==> src/source/loader_pkg.sv <==
////////////////////////////////////////////////////////////////////////////
// Shared types and constants for the housekeeping SPI program loader
// Base addresses are byte addresses seen by the core fetch unit
////////////////////////////////////////////////////////////////////////////
`default_nettype none

package loader_pkg;

  // One instruction word, also the width of a boot address
  typedef logic [31:0] word_t;

  // SPI bits that make up one ICCM word, MSB first
  localparam int BITS_PER_WORD = 32;

  ////////////////////////////////////////////////////////////////////////////
  // Boot targets
  ////////////////////////////////////////////////////////////////////////////

  // Held while power-on reset is asserted
  localparam word_t ROM_BASE  = 32'h0000_8000;
  // Program loaded over housekeeping SPI
  localparam word_t ICCM_BASE = 32'h1000_0000;
  // Execute in place from external flash
  localparam word_t QSPI_BASE = 32'h2000_0000;

  // Loader FSM states
  typedef enum logic [1:0] {
    IDLE  = 2'b00,
    SHIFT = 2'b01,
    WRITE = 2'b10,
    DONE  = 2'b11
  } load_state_e;

endpackage

`default_nettype wire

==> src/source/hk_spi_frontend.sv <==
////////////////////////////////////////////////////////////////////////////
// SPI mode 0 slave front end, pins sampled in clk_i, strobes 3 cycles late
// SCK must stay high and low for at least 4 clk_i cycles each
////////////////////////////////////////////////////////////////////////////
`timescale 1ns/1ps
`default_nettype none

module hk_spi_frontend (
  input  logic               clk_i,
  input  logic               rst_n_i,
  input  logic               sck_i,
  input  logic               sdi_i,
  input  logic               csb_i,
  output logic               csb_fall_o,
  output logic               csb_rise_o,
  output logic               bit_strobe_o,
  output loader_pkg::word_t  shift_word_o
);
  import loader_pkg::*;

  // [0] and [1] synchronize, [2] is the previous value for edge detection
  logic [2:0] sck_q;
  logic [2:0] csb_q;
  logic [1:0] sdi_q;
  logic       sck_rise;
  word_t      shift_q;

  // Only shift while the host holds chip select low
  assign sck_rise = sck_q[1] & ~sck_q[2] & ~csb_q[1];

  always_ff @(posedge clk_i) begin
    if (!rst_n_i) begin
      sck_q <= 3'b000;
      csb_q <= 3'b111;
      sdi_q <= 2'b00;
    end else begin
      sck_q <= {sck_q[1:0], sck_i};
      csb_q <= {csb_q[1:0], csb_i};
      sdi_q <= {sdi_q[0], sdi_i};
    end
  end

  ////////////////////////////////////////////////////////////////////////////
  // Registered strobes
  ////////////////////////////////////////////////////////////////////////////
  always_ff @(posedge clk_i) begin
    if (!rst_n_i) begin
      bit_strobe_o <= 1'b0;
      csb_fall_o   <= 1'b0;
      csb_rise_o   <= 1'b0;
    end else begin
      bit_strobe_o <= sck_rise;
      csb_fall_o   <= ~csb_q[1] & csb_q[2];
      csb_rise_o   <= csb_q[1] & ~csb_q[2];
    end
  end

  // MSB first, new bit enters at the bottom
  always_ff @(posedge clk_i) begin
    if (sck_rise) begin
      shift_q <= {shift_q[$bits(word_t)-2:0], sdi_q[1]};
    end
  end

  assign shift_word_o = shift_q;

endmodule

`default_nettype wire

==> config.mk <==
export PLATFORM = sky130hd
export DESIGN_NAME = hk_spi_frontend
export DESIGN_NICKNAME = d
export VERILOG_FILES = /design/src/source/loader_pkg.sv /design/src/source/hk_spi_frontend.sv
export SDC_FILE = /design/constraint.sdc
export NUM_CORES = 1
export LEC_CHECK = 0
export ABC_CLOCK_PERIOD_IN_PS = 8080
export BUFFER_PORTS_ARGS = -buffer_cell sky130_fd_sc_hd__buf_2
export CAP_MARGIN = 30
export CORE_MARGIN = 3
export CORE_UTILIZATION = 50
export DETAILED_ROUTE_END_ITERATION = 8
export PLACE_DENSITY = 0.76
export REMOVE_ABC_BUFFERS = 1
export SETUP_SLACK_MARGIN = 0.3
export SYNTH_ARGS = -nofsm -noshare
export SYNTH_HDL_FRONTEND = slang
export SYNTH_SLANG_ARGS = --single-unit
==> constraint.sdc <==
create_clock -name clk_i -period 8.08 [get_ports clk_i]
set_clock_uncertainty 0.15 [all_clocks]
set_input_delay 0.808 -clock clk_i [delete_from_list [all_inputs] [get_ports clk_i]]
set_output_delay 0.808 -clock clk_i [all_outputs]
set_load 0.01 [all_outputs]
==> results.cfg <==
[run_status]
outcome = finished clean

[critical_path]
end_kind = output port
r2r_slack_ns = 6.68
worstPathRequired_ns = 7.12
critical-path-max-stage-delay_ns = 0.43
cp_max_fo = 2
crit_chain = buf_2
path_class = register to output port
r2r-start = csb_q[1]
critPathTopFamily = flip-flops
crit_buf_inv = 1
worstPathArrival_ns = 0.93
critPathLaunch = shift_word_o[20]
cp_slowest_cell = edfxtp_1
cp-start-kind = register
worst_r2r_endpoint = shift_word_o[25]
rr_worst_depth = 2

[floorplan]
num_rows = 17
die_y_um = 56.7
fp.dieW_um = 56.7
ios = 40
initial_core_util = 0.554
core_um2 = 2320
dieArea_um2 = 3210

[hold_path]
min-delay-path-class = register to register
min-delay-start = sdi_q[1]
min_to = shift_word_o[0]
hold_depth = 0

[drt]
antenna_left = 0
first_pass_iters = 4
drc = 0
drt-wirelength-per-cell_um = 14.4
drtIter0Drc = 24
vias_per_cell = 4.92
routed-via-count = 644
totalWireLength_mm = 1.88

[yosys]
synth_cell_types = 11
yosys_warnings = 0
synth_seq_cells = 43
syn_inst = 56
syn_area_um2 = 1280
yosysSeqAreaShare = 0.919
syn_area_per_cell_um2 = 22.9

[grt]
grt_start_max_net_pins = 33
grtUsageTotal = 0.131
grt_pass1_vias = 601
grt-ovfl-total = 0
grt_pass1_wl_mm = 3.03
antenna_found_initial = 0

[timing]
fmax_mhz = 530
period_share = 0.233
setup_viol = 0
hold_violations = 0
fin_crit_ns = 1.89
setup_slack_ns = 6.19
slew_headroom = 0.734
hold_ws_ns = 0.283
final.setup.tns_ns = 0
tightest_slew_ns = 0.398
slew_viol_final = 0
rsz0062_at_grt = no

[placed_design]
placed_area_um2 = 1520
io_buffer_count = 39
gp_congestion = 0.730
place_ws_ns = 6.58
dpl.hpwl_mm = 1.25

[cts]
root_buffer = clkbuf_4
cts.clk_slew.worst_paths_ns = 0.11
clock_latency_ns = 0.33
clock_sinks = 43
htreeDepth = 2
ctsHoldBuffers = 0
post_cts_resized = 0
numCtsBuffers = 5
cts_tree = built
clockBufferDepth = 2
post-cts-setup-buffer-count = 0

[power]
p_sw_uw = 64.5
intPower_uw = 292
combPwrFrac = 0.017
p_per_area_nw_per_um2 = 225
vdd_ir_drop_max_uv = 174
pwr-share-seq = 0.671
p_clk_frac = 0.312
netSwitchingFraction = 0.181
p_leak_nw = 0.626

[cells_and_area]
antenna_cells = 0
layout_commonest_cell = buf_2
finish.utilization = 0.684
final_cell_mix = 39 x buf_2, 32 x edfxtp_1, 11 x dfxtp_1
final_area_um2 = 1590
drive_gt1_frac = 0.495
fin_nets = 107
area_growth_pct = 23.4

[run]
maxCapViolations = 0
==> worst max path at each step <==
stage                  endpoint  depth (start not counted)  slack (ns)
2_1_floorplan   shift_word_o[0]                          1        4.76
3_3_place_gp   shift_word_o[20]                          1        6.55
3_5_place_dp   shift_word_o[28]                          1        6.58
4_1_cts         shift_word_o[0]                          1        6.18
5_1_grt         shift_word_o[0]                          1        6.15
6_report       shift_word_o[20]                          1        6.19
==> stage by stage <==
stage          power, mW  std cells
2_1_floorplan      0.247         55
3_3_place_gp       0.250        123
3_5_place_dp       0.251        123
4_1_cts            0.361        131
5_1_grt            0.373        131
6_report           0.357        131
==> per-layer routing <==
layer,part of all wire,track usage
met1,0.45,0.171
met2,0.44,0.180
met3,0.10,0.0598
met4,0,0.0712
met5,0,0
==> registers in the layout, indices dropped and copies added (netlist names) <==
signal        count
sdi_q             2
csb_fall_o        1
bit_strobe_o      1
shift_word_o     32
sck_q             3
csb_rise_o        1
csb_q             3
==> logic make-up after synthesis <==
logic type / synth area share
flops: 0.919
simple gates: 0.0721
buf+inv: 0.00876
==> area by class of cell <==
cell class	instances	area [µm²]
clock buffers	8	68.8
fillers	158	733
multi-input cells	12	97.6
flip-flops and latches	43	1180
well taps	28	35.0
repair buffers	40	203
==> cells in the mapped netlist, drive strengths merged <==
master  count  area share
buf         1      0.0088
edfxtp     32        0.75
or2b        1      0.0058
nor3b       1      0.0058
nand2b      2      0.0097
dfxtp      11        0.17
and2        5       0.026
and4bb      1      0.0097
and3b       2       0.015
==> power groups by stage <==
stage	clock [mW]	combinational [mW]	sequential, mW
4_1_cts	0.115	0.00621	0.239
3_5_place_dp	0	0.00620	0.244
3_3_place_gp	0	0.00592	0.244
6_report	0.111	0.00605	0.239
5_1_grt	0.126	0.00668	0.240
2_1_floorplan	0	0.00192	0.245
(Power assumes the default switching activity.)
