File: config.mk
export PLATFORM = sky130hd
export DESIGN_NAME = boot_addr_mngr
export DESIGN_NICKNAME = d
export VERILOG_FILES = /design/src/source/loader_pkg.sv /design/src/source/boot_addr_mngr.sv
export SDC_FILE = /design/constraint.sdc
export NUM_CORES = 1
export LEC_CHECK = 0
export BUFFER_PORTS_ARGS = -buffer_cell sky130_fd_sc_hd__buf_2
export CAP_MARGIN = 20
export CORE_MARGIN = 5
export CORE_UTILIZATION = 32
export DETAILED_ROUTE_END_ITERATION = 10
export HOLD_SLACK_MARGIN = 0.15
export PLACE_DENSITY = 0.78
export SYNTH_ARGS = -nofsm -noshare
export SYNTH_HDL_FRONTEND = slang
export SYNTH_SLANG_ARGS = --single-unit
File: constraint.sdc
create_clock -name clk_i -period 0.9 [get_ports clk_i]
set_clock_uncertainty 0.15 [all_clocks]
set_input_delay 0 -clock clk_i [delete_from_list [all_inputs] [get_ports clk_i]]
set_output_delay 0 -clock clk_i [all_outputs]
set_load 0.005 [all_outputs]
File: src/source/loader_pkg.sv
////////////////////////////////////////////////////////////////////////////
// Shared types and constants for the housekeeping SPI program loader
// Base addresses are byte addresses seen by the core fetch unit
////////////////////////////////////////////////////////////////////////////
`default_nettype none

package loader_pkg;

  // One instruction word, also the width of a boot address
  typedef logic [31:0] word_t;

  // SPI bits that make up one ICCM word, MSB first
  localparam int BITS_PER_WORD = 32;

  ////////////////////////////////////////////////////////////////////////////
  // Boot targets
  ////////////////////////////////////////////////////////////////////////////

  // Held while power-on reset is asserted
  localparam word_t ROM_BASE  = 32'h0000_8000;
  // Program loaded over housekeeping SPI
  localparam word_t ICCM_BASE = 32'h1000_0000;
  // Execute in place from external flash
  localparam word_t QSPI_BASE = 32'h2000_0000;

  // Loader FSM states
  typedef enum logic [1:0] {
    IDLE  = 2'b00,
    SHIFT = 2'b01,
    WRITE = 2'b10,
    DONE  = 2'b11
  } load_state_e;

endpackage

`default_nettype wire

File: src/source/boot_addr_mngr.sv
////////////////////////////////////////////////////////////////////////////
// Boot address choice, ROM during power-on reset, then QSPI or ICCM
// boot_sel_i is taken as static and latched when por_n_i releases
////////////////////////////////////////////////////////////////////////////
`timescale 1ns/1ps
`default_nettype none

module boot_addr_mngr (
  input  logic              clk_i,
  input  logic              rst_n_i,
  input  logic              por_n_i,
  input  logic              boot_sel_i,
  input  logic              prog_done_i,
  output loader_pkg::word_t boot_addr_o
);
  import loader_pkg::*;

  logic [1:0] por_q;
  logic       boot_sel_q;
  logic       prog_seen_q;
  word_t      boot_addr_q;
  word_t      boot_addr_d;

  always_comb begin
    if (!por_q[1]) boot_addr_d = ROM_BASE;
    else if (boot_sel_q) boot_addr_d = QSPI_BASE;
    else if (prog_done_i || prog_seen_q) boot_addr_d = ICCM_BASE;
    else boot_addr_d = ROM_BASE;
  end

  always_ff @(posedge clk_i) begin
    if (!rst_n_i) begin
      por_q       <= 2'b00;
      boot_sel_q  <= 1'b0;
      prog_seen_q <= 1'b0;
      boot_addr_q <= ROM_BASE;
    end else begin
      por_q       <= {por_q[0], por_n_i};
      // Tracks the pin only while power-on reset is held
      if (!por_q[1]) boot_sel_q <= boot_sel_i;
      // Sticky once a program has been loaded
      prog_seen_q <= por_q[1] & (prog_seen_q | prog_done_i);
      boot_addr_q <= boot_addr_d;
    end
  end

  assign boot_addr_o = boot_addr_q;

endmodule

`default_nettype wire

==> flow_metrics.tcl <==
set metrics [dict create \
    clock.fmax_mhz 1100 \
    p_switching_uw 161 \
    total_power_uw 670 \
    drive_gt1_share_pct 19.3 \
    grt_pass1_vias 165 \
    drc_errors 0 \
    drv_slew 0 \
    syn_avg_cell_area_um2 9.40 \
    irDropWorstVdd_mv 0.676 \
    cp_max_fo 2 \
    finalHoldViolCount 7 \
    clk_path_buf_depth 2 \
    cp_data_required_time_ns 0.90 \
    setup_ws_ns -0.0128 \
    place_inst 66 \
    overflow 0 \
    avgViaCountPerCell 3.10 \
    status "finished with violations" \
    num_rows 13 \
    grt_max_degree 7 \
    wl_per_cell_um 8.24 \
    cpPeakStageDelay_ns 0.31 \
    final_antenna_net_count 0 \
    yosys.area.top_type "buf_4" \
    htree_num_levels 1 \
    setup.worst_path.end_class "flip-flop" \
    drtPass1Iterations 2 \
    hold-worst-slack_ns -0.175 \
    die_h_um 46.4 \
    path_depth 2 \
    reg2reg_depth 2 \
    cts_root_buf "clkbuf_4" \
    cp_cell_sequence "o211a_1, and2b_1" \
    path_class "flip-flop to flip-flop" \
    synth_area_um2 423 \
    io_pins 37 \
    cts_tree "done" \
    min_period_ns 0.913 \
    antenna_found_initial 0 \
    cp_top_family "flip-flops" \
    synthDistinctLibCells 10 \
    violations "negative hold slack, negative setup slack" \
    gp_congestion 0.696 \
    cp_num_buf_inv 0 \
    power_density_nw_per_um2 1630 \
    clk_pin_slew_worst_paths_ns 0.05 \
    synth_top_area_share_pct 51.5 \
    die_w_um 46.4 \
    holdPathStages 2 \
    post-cts-setup-buffer-count 0 \
    port_buffers 7 \
    swShare_pct 24.0 \
    syn_to_final_growth_pct -2.66 \
    pwr-share-comb_pct 9.0 \
    rsz0062_at_grt "yes" \
    vias 223 \
    internal_power_uw 510 \
    maxCapViolations 0 \
    initial_core_util_pct 33.3 \
    track_usage_pct 5.54 \
    hp-class "primary input to flip-flop" \
    fin_cells 72 \
    clkLatencyLatePin_ns 0.25 \
    synth_warnings 0 \
    cp.arrival_ns 0.91 \
    final_nets 63 \
    routed_wirelength_um 593 \
    synth_cells 45 \
    dieArea_um2 2150 \
    ys_seq_elements 7 \
    slowest_stage "dfxtp_1" \
    fin_util_pct 32.4 \
    start_kind "flip-flop" \
    coreArea_um2 1270 \
    post-dp-hpwl_um 487 \
    stdcell_area_um2 412 \
    grt_pass1_wl_um 731 \
    ys_seq_area_share_pct 33.1 \
    cts_hold_buf 2 \
    cts_buffers 3 \
    post_dp_cell_area_um2 364 \
    synthTopCellsByArea "buf_4 (51%), dfxtp_1 (33%), and2_1 (3.0%)" \
    cts_num_sinks 7 \
    pwr-share-seq_pct 48.5 \
    fin_crit_sh_pct 101 \
    setup_violations 1 \
    antenna_cells 0 \
    drt_iter0_markers 2 \
    pwr-share-clk_pct 42.4 \
    leakagePower_uw 0.000243 \
]
==> cell type report <==
type                       instances  area, um2
timing repair buffer               9       55.1
sequential                         7        141
fill                             143        857
tap                               15       18.8
multi-input combinational         37        170
clock buffer                       4       26.3
==> synthesized netlist by cell type <==
cell      instances
nor2b_1           1
and2_1            2
buf_4            29
conb_1            1
o311ai_1          1
o211a_1           1
dfxtp_1           7
and3_1            1
and2b_1           1
mux2i_1           1
==> worst register-to-register path, stage by stage (launching register included) <==
cell,delay [ns]
dfxtp_1,0.31
o211a_1,0.21
and2b_1,0.15
==> per-stage QoR <==
step            TNS, ns  setup WS (ns)
6_report        -0.0128        -0.0128
5_1_grt         -0.0880        -0.0680
4_1_cts         -0.0145        -0.0145
3_5_place_dp    -0.0120        -0.0120
3_3_place_gp   -0.00171       -0.00171
2_1_floorplan         0         0.0131
==> cell families after synthesis <==
group / synth area share [%]
mux: 2.37
buf+inv: 51.5
compound gates: 4.44
simple gates: 7.69
other cells: 0.887
flops: 33.1
==> layout by cell type, fill, tap and decap left out <==
master / n
dfxtp_2: 1
dfxtp_1: 6
o211a_1: 1
nor2b_1: 1
dlygate4sd3_1: 2
and2_1: 2
clkbuf_4: 3
clkbuf_1: 1
and2b_1: 1
o311ai_1: 1
and3_1: 1
mux2i_1: 1
buf_2: 7
conb_1: 29
==> layer usage <==
layer	up-vias	global-route usage, %	wire length [um]
met1	96	5.77	172
li1	107	-	-
met3	0	7.03	142
met4	0	1.70	0
met5	-	0	0
met2	20	6.59	278
==> power by group through the flow <==
stage	Sequential, uW	Combinational (uW)	Clock (uW)
final	326	60.5	284
after global routing	326	71.4	334
after CTS	325	57.1	300
after detailed placement	332	50.2	0
after global placement	331	49.3	0
after floorplan	331	127	0
==> final timing paths <==
check / startpoint / slack [ns] / endpoint
setup / recovery: prog_seen_q / -0.01 / boot_addr_o[28]
hold / removal: prog_done_i / -0.18 / boot_addr_o[15]
setup reg to reg: prog_seen_q / -0.01 / boot_addr_o[28]
hold reg to reg: por_q[0] / 0.28 / por_q[1]
==> flip-flops by register name, indices dropped and copies added (netlist names) <==
name,count
boot_addr_o,3
prog_seen_q,1
boot_sel_q,1
por_q,2
==> repair_timing <==
item	CTS	global route
resized for setup	0	1
cloned	0	0
endpoints found under the hold margin	7	7
setup endpoints to repair	1	3
pin swaps	0	0
(Power assumes the default switching activity.)
