## src/source/loader_pkg.sv

```systemverilog
////////////////////////////////////////////////////////////////////////////
// Shared types and constants for the housekeeping SPI program loader
// Base addresses are byte addresses seen by the core fetch unit
////////////////////////////////////////////////////////////////////////////
`default_nettype none

package loader_pkg;

  // One instruction word, also the width of a boot address
  typedef logic [31:0] word_t;

  // SPI bits that make up one ICCM word, MSB first
  localparam int BITS_PER_WORD = 32;

  ////////////////////////////////////////////////////////////////////////////
  // Boot targets
  ////////////////////////////////////////////////////////////////////////////

  // Held while power-on reset is asserted
  localparam word_t ROM_BASE  = 32'h0000_8000;
  // Program loaded over housekeeping SPI
  localparam word_t ICCM_BASE = 32'h1000_0000;
  // Execute in place from external flash
  localparam word_t QSPI_BASE = 32'h2000_0000;

  // Loader FSM states
  typedef enum logic [1:0] {
    IDLE  = 2'b00,
    SHIFT = 2'b01,
    WRITE = 2'b10,
    DONE  = 2'b11
  } load_state_e;

endpackage

`default_nettype wire

```

## src/source/hk_load_counter.sv

```systemverilog
////////////////////////////////////////////////////////////////////////////
// Bit and word-address counters for one SPI transfer
// Address wraps at the top of the ICCM, clear restarts at word 0
////////////////////////////////////////////////////////////////////////////
`timescale 1ns/1ps
`default_nettype none

module hk_load_counter #(
  parameter int ICCM_ADDR_W = 8
) (
  input  logic                   clk_i,
  input  logic                   rst_n_i,
  input  logic                   clear_i,
  input  logic                   bit_i,
  input  logic                   advance_i,
  output logic                   word_full_o,
  output logic                   any_word_o,
  output logic [ICCM_ADDR_W-1:0] word_addr_o
);
  import loader_pkg::*;

  localparam int CNT_W = $clog2(BITS_PER_WORD);

  logic [CNT_W-1:0]       bit_cnt_q;
  logic [ICCM_ADDR_W-1:0] addr_q;
  logic                   any_q;

  // Flags the bit that completes a word, in the same cycle it is counted
  assign word_full_o = bit_i && (bit_cnt_q == CNT_W'(BITS_PER_WORD - 1));

  always_ff @(posedge clk_i) begin
    if (!rst_n_i || clear_i) begin
      bit_cnt_q <= '0;
      addr_q    <= '0;
      any_q     <= 1'b0;
    end else begin
      if (bit_i) begin
        bit_cnt_q <= word_full_o ? '0 : bit_cnt_q + 1'b1;
      end
      if (advance_i) begin
        addr_q <= addr_q + 1'b1;
        any_q  <= 1'b1;
      end
    end
  end

  assign word_addr_o = addr_q;
  assign any_word_o  = any_q;

endmodule

`default_nettype wire

```

## config.mk

```make
export PLATFORM = sky130hd
export DESIGN_NAME = hk_load_counter
export DESIGN_NICKNAME = d
export VERILOG_FILES = /design/src/source/loader_pkg.sv /design/src/source/hk_load_counter.sv
export SDC_FILE = /design/constraint.sdc
export NUM_CORES = 1
export LEC_CHECK = 0
export BUFFER_PORTS_ARGS = -buffer_cell sky130_fd_sc_hd__clkbuf_2
export CORE_AREA = 5 5 42 44
export DETAILED_ROUTE_END_ITERATION = 8
export DIE_AREA = 0 0 47 49
export PLACE_DENSITY = 0.69
export SYNTH_ARGS = -nofsm -noshare
export SYNTH_HDL_FRONTEND = slang
export SYNTH_SLANG_ARGS = --single-unit
```

## constraint.sdc

```tcl
create_clock -name clk_i -period 1.6 [get_ports clk_i]
set_input_delay 0.4 -clock clk_i [delete_from_list [all_inputs] [get_ports clk_i]]
set_output_delay 0.4 -clock clk_i [all_outputs]
set_load 0.05 [all_outputs]
```

==> qor.txt <==
Worst Skew = 0.968 ps
Syn Inst Count = 64
Unrepaired setup endpoints after global routing = true
Most frequent cells in the layout = 13 x clkbuf_2, 12 x nor2_1, 12 x dfxtp_1
Setup TNS = -201 ps
Chip height = 49 um
Hold_buf cts = 0
Clk pwr share = 0.382
Finish-stage setup viols = 1
Vias = 494
Crit path time final = 1800 ps
WP data required = 1200 ps
TritonCTS Sinks = 14
Area after DPL = 694 um^2
CP endpoint kind = output port
# fillers = 130
Syn. warnings = 0
Hold path startpoint = advance_i
Worst reg2reg startpoint = bit_cnt_q[1]
Final WL = 1.16 mm
Final-report hold violation count = 0
PwrDens = 840 mW/mm^2
Global-route wire length before repair = 2.08 mm
Sw Share = 0.226
Max Transition Viols Final = 0
WHS Path Cells = 3
Top Layer Used = met4
Final worst slack = -201 ps
# rows = 14
Worst-Skew Late Latency = 280 ps
Gr ovfl total = 0
Gr usage total = 0.119
Port buffer count = 14
Nets = 91
CTS Root Cell = clkbuf_4
DRC Markers = 0
Synth top area cells = dfxtp_1 47%, nor2_1 7.6%, xor2_1 7.4%
CTS tree = done
Mapped Area = 596 um^2
Net switching power = 0.149 mW
Post-route cell area = 785 um^2
Area leader, netlist = dfxtp_1
Wire length on met3 = 63 um
Largest net degree at the start of global routing = 11
Final Non-Filler Cells = 98
Slowest stage delay, CP = 340 ps
Top cell type's share of synthesized area = 0.471
Achievable Freq = 555 MHz
Tightest Pin Transition = 279 ps
Core box area = 0.00140 mm^2
CP Launch Type = flop
Worst R2R Path Depth = 6
Reg clk slew, reported paths = 80 ps
Drt initial violations = 4
Hold Path Class = in -> reg
Commonest non-fill, non-tap cell in the layout = clkbuf_2
CP bufs+invs = 1
Period utilization = 1.13
Area Overhead vs Synth = 31.7%
Seq/Total Area, Yosys = 0.471
CTS buffer count = 3
DP HPWL = 783 um
Status = complete, but fails checks
Met2 WL = 580 um
Routability cong. = 0.716
CP max FO = 2
Crit path max-delay cell type = dfxtp_2
Clock tree buffer depth = 2
Overall die width = 47 um
Sequential share of power = 0.543
Slew HR = 0.815
Synth unique cells = 19
Initial core utilization = 0.425
Seq cells post-synth = 14
Failing checks = setup timing
Routed wire per std cell = 11.8 um
Static Leakage = 0.333 nW
Most frequent CP cell = ha_4
Initial antenna violation count = 0
Number of global-route vias before repair = 487
Max cap viols = 0
Placed Instances = 94
Worst reg2reg setup slack = 160 ps
CP cell instances = ha_4, and3_4, ha_4, and2_4, clkbuf_16
Logic pwr share = 0.075
Critical path class = reg -> out
VDD IR max = 0.535 mV
Mean post-synth cell area = 9.31 um^2
P_int = 0.511 mW
Layout cells sized above 1 = 0.341
Reg2reg end = bit_cnt_q[0]
Antenna Violating Nets Remaining = 0
H-tree levels = 1
Wl on met1 = 488 um
Top Ports = 15
Crit path DAT = 1400 ps
# diodes = 0
Post-synthesis net count = 72
Vias per inst = 5.04
Fin util = 0.560
Critical path's top delay family = flip-flops
Hold Path End = any_word_o
Die ar. = 0.00230 mm^2
Pre-antenna DRT Iters = 4
Hold WS = 452 ps
## worst max-delay path by stage
stage / start / to / slack [ps] / cells past startpoint
after detailed placement: bit_cnt_q[0] / word_full_o / -60 / 5
after global routing: bit_cnt_q[1] / word_full_o / -230 / 5
after CTS: bit_cnt_q[1] / word_full_o / -220 / 5
after floorplan: word_addr_o[0] / word_addr_o[6] / 20 / 4
final: bit_cnt_q[1] / word_full_o / -200 / 5
after global placement: bit_cnt_q[0] / word_full_o / -30 / 5
## synthesized netlist by cell type
cell	instances
ha_1	3
xnor2_1	2
and2_1	1
nand3_1	2
nand2b_1	1
and3_1	1
clkbuf_1	2
nand4_2	1
buf_4	1
nand4_1	3
nor2_1	12
mux2i_1	3
a21oi_1	3
or2_1	1
o21ai_0	3
xor2_1	5
dfxtp_1	14
or3_1	3
nand2_1	3
## what timing repair did
action                     4_1_cts  5_1_grt
buffers inserted                 0        0
gates resized for setup         10        1
setup endpoints to repair        1        1
pin swaps                        2        0
## worst register-to-register path, cell delays in order, from the launching register on
cell,delay [ps]
dfxtp_2,340
ha_4,150
and3_4,160
ha_4,140
and2_4,160
or2_1,280
nor2_1,140
## flip-flops by register name, summed over array words and instances (netlist names)
register	count
any_word_o	1
bit_cnt_q	5
word_addr_o	8
## cell families (layout without fill, tap and decap cells)
kind of cell    after synthesis  in the layout  synth area share
fa+ha+maj                     3              3            0.0630
simple gates                 28             28             0.237
buf+inv                       3             21            0.0252
flops                        14             14             0.471
compound gates                6              6            0.0504
xor+xnor                      7              7             0.103
mux                           3              3            0.0504
## power groups by stage
| stage | Combinational [mW] | Sequential, mW | Clock [mW] |
|---|---|---|---|
| 2_1_floorplan | 0.0234 | 0.376 | 0 |
| 3_3_place_gp | 0.0465 | 0.365 | 0 |
| 3_5_place_dp | 0.0477 | 0.365 | 0 |
| 4_1_cts | 0.0479 | 0.357 | 0.255 |
| 5_1_grt | 0.0542 | 0.359 | 0.269 |
| 6_report | 0.0493 | 0.358 | 0.252 |
## cell type report
class | count | area, um^2 | area share
clock buffer | 4 | 36.3 | 0.0463
sequential | 14 | 283 | 0.360
timing repair buffer | 17 | 113 | 0.144
tap | 16 | 20.0 | 0.0255
multi-input combinational | 47 | 333 | 0.424
## layer usage
metal  vias up  track usage
li1        254            -
met2        13        0.192
met5         -            0
met1       222        0.143
met4         0       0.0553
met3         5       0.0258
## through the flow
stage	setup slack, ps	power [mW]
after floorplan	16.4	0.399
after global placement	-32.7	0.411
after detailed placement	-64.8	0.413
after CTS	-216	0.660
after global routing	-232	0.682
final	-201	0.659
No activity file was read; power rests on OpenSTA's default activity.
