--- src/source/loader_pkg.sv ---
////////////////////////////////////////////////////////////////////////////
// Shared types and constants for the housekeeping SPI program loader
// Base addresses are byte addresses seen by the core fetch unit
////////////////////////////////////////////////////////////////////////////
`default_nettype none

package loader_pkg;

  // One instruction word, also the width of a boot address
  typedef logic [31:0] word_t;

  // SPI bits that make up one ICCM word, MSB first
  localparam int BITS_PER_WORD = 32;

  ////////////////////////////////////////////////////////////////////////////
  // Boot targets
  ////////////////////////////////////////////////////////////////////////////

  // Held while power-on reset is asserted
  localparam word_t ROM_BASE  = 32'h0000_8000;
  // Program loaded over housekeeping SPI
  localparam word_t ICCM_BASE = 32'h1000_0000;
  // Execute in place from external flash
  localparam word_t QSPI_BASE = 32'h2000_0000;

  // Loader FSM states
  typedef enum logic [1:0] {
    IDLE  = 2'b00,
    SHIFT = 2'b01,
    WRITE = 2'b10,
    DONE  = 2'b11
  } load_state_e;

endpackage

`default_nettype wire

--- src/source/iccm_prog_if.sv ---
////////////////////////////////////////////////////////////////////////////
// Program write path into the ICCM, no handshake, one write per clock
// busy stays high for the whole open transfer and blocks fetches
////////////////////////////////////////////////////////////////////////////
`timescale 1ns/1ps
`default_nettype none

interface iccm_prog_if #(
  parameter int ICCM_ADDR_W = 8
);
  import loader_pkg::*;

  logic                   we;
  logic [ICCM_ADDR_W-1:0] addr;
  word_t                  data;
  logic                   busy;

  // Loader side drives everything
  modport loader (output we, output addr, output data, output busy);

  // Memory side only listens
  modport mem (input we, input addr, input data, input busy);

endinterface

`default_nettype wire

--- src/source/hk_load_fsm.sv ---
////////////////////////////////////////////////////////////////////////////
// Transfer FSM, one ICCM write per whole word, partial words are dropped
// Program-loaded flag holds from the close of a good transfer to the next
////////////////////////////////////////////////////////////////////////////
`timescale 1ns/1ps
`default_nettype none

module hk_load_fsm #(
  parameter int ICCM_ADDR_W = 8
) (
  input  logic                   clk_i,
  input  logic                   rst_n_i,
  input  logic                   csb_fall_i,
  input  logic                   csb_rise_i,
  input  logic                   bit_strobe_i,
  input  loader_pkg::word_t      shift_word_i,
  input  logic                   word_full_i,
  input  logic                   any_word_i,
  input  logic [ICCM_ADDR_W-1:0] word_addr_i,
  output logic                   clear_o,
  output logic                   count_o,
  output logic                   advance_o,
  iccm_prog_if.loader            prog,
  output logic                   prog_done_o
);
  import loader_pkg::*;

  load_state_e state_q;
  load_state_e state_d;
  word_t       wdata_q;

  always_comb begin
    state_d = state_q;
    case (state_q)
      IDLE: if (csb_fall_i) state_d = SHIFT;
      SHIFT: begin
        if (csb_rise_i) begin
          state_d = any_word_i ? DONE : IDLE;
        end else if (bit_strobe_i && word_full_i) begin
          state_d = WRITE;
        end
      end
      // The word being written counts, so a close here still means done
      WRITE: state_d = csb_rise_i ? DONE : SHIFT;
      DONE: if (csb_fall_i) state_d = SHIFT;
      default: state_d = IDLE;
    endcase
  end

  always_ff @(posedge clk_i) begin
    if (!rst_n_i) begin
      state_q <= IDLE;
    end else begin
      state_q <= state_d;
    end
  end

  // Capture the finished word for the write cycle
  always_ff @(posedge clk_i) begin
    if (state_q == SHIFT && bit_strobe_i && word_full_i) begin
      wdata_q <= shift_word_i;
    end
  end

  ////////////////////////////////////////////////////////////////////////////
  // Counter control and ICCM write port
  ////////////////////////////////////////////////////////////////////////////
  assign clear_o   = csb_fall_i && (state_q == IDLE || state_q == DONE);
  assign count_o   = bit_strobe_i && (state_q == SHIFT);
  assign advance_o = (state_q == WRITE);

  assign prog.we   = (state_q == WRITE);
  assign prog.addr = word_addr_i;
  assign prog.data = wdata_q;
  assign prog.busy = (state_q == SHIFT) || (state_q == WRITE);

  assign prog_done_o = (state_q == DONE);

endmodule

`default_nettype wire

--- src/flat_wrapper.sv ---
// flat-port wrapper written by rule: the top's interface ports become plain ports
module hk_load_fsm_flat import loader_pkg::*;
#(
  parameter int ICCM_ADDR_W = 8
)
  (clk_i, rst_n_i, csb_fall_i, csb_rise_i, bit_strobe_i, shift_word_i, word_full_i, any_word_i, word_addr_i, clear_o, count_o, advance_o, prog_done_o, prog_we, prog_addr, prog_data, prog_busy);
  iccm_prog_if #(.ICCM_ADDR_W(ICCM_ADDR_W)) prog_i ();
  input  logic clk_i;
  input  logic rst_n_i;
  input  logic csb_fall_i;
  input  logic csb_rise_i;
  input  logic bit_strobe_i;
  input  loader_pkg::word_t shift_word_i;
  input  logic word_full_i;
  input  logic any_word_i;
  input  logic [ICCM_ADDR_W-1:0] word_addr_i;
  output logic clear_o;
  output logic count_o;
  output logic advance_o;
  output logic prog_done_o;
  output wire logic [$bits(prog_i.we)-1:0] prog_we;
  output wire logic [$bits(prog_i.addr)-1:0] prog_addr;
  output wire logic [$bits(prog_i.data)-1:0] prog_data;
  output wire logic [$bits(prog_i.busy)-1:0] prog_busy;
  assign prog_we = prog_i.we;
  assign prog_addr = prog_i.addr;
  assign prog_data = prog_i.data;
  assign prog_busy = prog_i.busy;
  hk_load_fsm #(.ICCM_ADDR_W(ICCM_ADDR_W)) u_core (.clk_i(clk_i), .rst_n_i(rst_n_i), .csb_fall_i(csb_fall_i), .csb_rise_i(csb_rise_i), .bit_strobe_i(bit_strobe_i), .shift_word_i(shift_word_i), .word_full_i(word_full_i), .any_word_i(any_word_i), .word_addr_i(word_addr_i), .clear_o(clear_o), .count_o(count_o), .advance_o(advance_o), .prog(prog_i), .prog_done_o(prog_done_o));
endmodule
--- config.mk ---
export PLATFORM = sky130hd
export DESIGN_NAME = hk_load_fsm_flat
export DESIGN_NICKNAME = d
export VERILOG_FILES = /design/src/source/loader_pkg.sv /design/src/source/iccm_prog_if.sv /design/src/source/hk_load_fsm.sv /design/src/flat_wrapper.sv
export SDC_FILE = /design/constraint.sdc
export NUM_CORES = 1
export LEC_CHECK = 0
export BUFFER_PORTS_ARGS = -buffer_cell sky130_fd_sc_hd__buf_2
export CORE_ASPECT_RATIO = 1.2
export CORE_MARGIN = 5
export CORE_UTILIZATION = 35
export CTS_CLUSTER_DIAMETER = 200
export DETAILED_ROUTE_END_ITERATION = 6
export GPL_TIMING_DRIVEN = 0
export PLACE_DENSITY = 0.76
export SYNTH_ARGS = -nofsm -noshare
export SYNTH_HDL_FRONTEND = slang
export SYNTH_SLANG_ARGS = --single-unit
--- constraint.sdc ---
create_clock -name clk_i -period 2.08 [get_ports clk_i]
set_input_delay 0.624 -clock clk_i [delete_from_list [all_inputs] [get_ports clk_i]]
set_output_delay 0.624 -clock clk_i [all_outputs]
set_load 0.01 [all_outputs]
==> impl_metrics.tcl <==
set metrics [dict create \
    syn-num-nets 114 \
    crit_start "u_core.state_q[0]" \
    min_from "shift_word_i[7]" \
    rsz0062_at_grt "no" \
    die_y_um 74.5 \
    gp_congestion 0.838 \
    setup_violations 0 \
    period_needed_ps 1950 \
    worst_clock_skew_ps 5.72 \
    antenna_found_initial 0 \
    drv_slew 0 \
    timing.critical_path.from_type "register" \
    hold_path.class "in2reg" \
    io_buffers 84 \
    seq_area_frac_synth_pct 82.6 \
    slew_headroom_pct 52.4 \
    worst_ep_arrival_time_ps 1320 \
    irDropWorstVdd_v 0.000831 \
    yosysWarnings 0 \
    drc 0 \
    ys_ff_latch 34 \
    synthMuxAreaShare_pct 0 \
    final.setup.tns_ps 0 \
    endpoint_kind "output pin" \
    p_int_mw 1.55 \
    p_leak_nw 0.847 \
    dr.pass1.iters 3 \
    ios 93 \
    fp.dieW_um 63.7 \
    syn_area_mm2 0.00121 \
    cp.required_ps 1460 \
    status "finished, final reports clean" \
    numCtsBuffers 5 \
    antenna_cells 0 \
    fillCellCount 286 \
    rows 23 \
    hold_violations 0 \
    cts_tree "done" \
    synth_compound_area_share_pct 3.41 \
    power_frac_comb_pct 20.9 \
    grt_use_total_pct 12.1 \
    routed_via_density 4.37 \
    worstPathMaxFanout 4 \
    ys_types 18 \
    synth_top_cell_by_area "edfxtp_1" \
    clock_latency_ps 280 \
    cts.sinks 34 \
    fmax_ghz 0.513 \
    syn_inst 64 \
    finalCritPeriodShare_pct 93.6 \
    synth_xor_xnor_area_share_pct 0 \
    switching_share_pct 24.4 \
    clkTransAtPathRegs_ps 70 \
    critical_path_class "reg2out" \
    drive_gt1_share_pct 66.7 \
    hpwl_um 2340 \
    ys_async_sr_fraction_pct 0 \
    path_buf_inv 2 \
    cts_root_buf "clkbuf_8" \
    h-tree-depth 2 \
    synth_ff_type "edfxtp_1" \
    synth.area.top_cells "edfxtp_1 79%, buf_4 5.6%, dfxtp_1 3.3%" \
    synth_top_family_by_area "buffers and inverters" \
    cp_cell_sequence "inv_1, ha_1, and2_1, buf_2" \
    start_util_pct 36.3 \
    initialDrtViolationCount 17 \
    clockBufferDepth 2 \
    synth_edf_count 32 \
    crit_family "flip-flops" \
    clkPwrFrac_pct 36.1 \
    area_delta_synth_final_pct 50.4 \
    tightest_slew_ps 715 \
    power.density_mw_per_mm2 1120 \
    r2r_start "u_core.state_q[1]" \
    p_sw_uw 500 \
    maxCapViolCount 0 \
    core_area_mm2 0.00334 \
    postRouteAntennaNets 0 \
    grt_max_degree 33 \
    die_area_mm2 0.00475 \
    synth-simple-area-share_pct 4.44 \
    fin_nets 205 \
    crit_slowest_cell "dfxtp_2" \
    max_stage_delay_ps 360 \
    vias 844 \
    total_power_mw 2.05 \
    grt_pass1_wl_um 4290 \
    drt-total-wl_um 2880 \
    wl_per_cell_um 14.9 \
    grt_overflow 0 \
    p_seq_share_pct 43.0 \
    synthAdderAreaFrac_pct 3.10 \
    synth_top_area_share_pct 79.3 \
    grt_pass1_vias 960 \
    avgSynthCellArea_um2 18.9 \
]
[layout make-up]
cell class	instances	area [µm²]	share of cell area [%]
timing repair buffer	84	420	23.1
tap	37	46.3	2.54
inverter	3	11.3	0.618
clock buffer	6	82.6	4.53
multi-input combinational	18	133	7.28
clock inverter	2	60.1	3.29
sequential	34	1000	55.0
buffer	9	67.6	3.71
[per-layer routing]
layer  up-vias  GRT usage, %  wire length, µm
met5         -             0                0
li1        405             -                -
met4         0          4.85               29
met2        56          22.3             1560
met1       379          10.7              915
met3         4          7.10              371
[synth_stat cells (2+ instances only)]
library cell   n
nand2_1        3
buf_4          9
ha_1           3
inv_1          3
dfxtp_1        2
edfxtp_1      32
[timing repair]
item / CTS / global route
hold buffers: 0 / 0
buffers inserted: 0 / 0
gates resized for setup: 0 / 1
setup endpoints to repair: 0 / 1
[state kept, by name (all words and copies together), names as in the netlist]
name,count
u_core.prog.data,32
u_core.state_q,2
[per-stage QoR]
step	cells	hold slack [ps]	util [%]	setup slack, ps	instance area [µm²]
6_report	193	512	54.6	132	1820
5_1_grt	193	495	54.6	57.8	1820
4_1_cts	193	503	54.6	67.0	1820
3_5_place_dp	185	529	50.3	281	1680
3_3_place_gp	185	488	50.3	341	1680
2_1_floorplan	64	480	-	555	1210
[path summary, 6_finish.rpt]
kind              slack [ps]  cells past startpoint                    to
setup / recovery         130                      4               clear_o
hold / removal           510                      1   u_core.prog.data[7]
setup reg to reg         350                      3  u_core.prog.data[10]
hold reg to reg          510                      2     u_core.state_q[0]
[placed cells by master (no fill, tap or decap), types with 2 or more instances in the layout]
cell,count
clkbuf_8,6
ha_1,3
buf_4,9
buf_2,84
bufinv_16,2
edfxtp_1,32
inv_1,3
nand2_1,3
[power by group through the flow]
stage | clock (mW) | combinational [mW] | sequential [mW]
CTS | 0.752 | 0.439 | 0.878
floorplan | 0 | 0.213 | 0.917
global placement | 0 | 0.404 | 0.885
global route | 0.785 | 0.473 | 0.890
detailed placement | 0 | 0.437 | 0.893
finish | 0.740 | 0.429 | 0.881
[cell families after synthesis]
group | count (synthesis)
DFF | 34
and+or+nand+nor | 9
adders and majority gates | 3
AOI/OAI and AO/OA | 6
buffers and inverters | 12
Power figures use the tool's default switching activity.
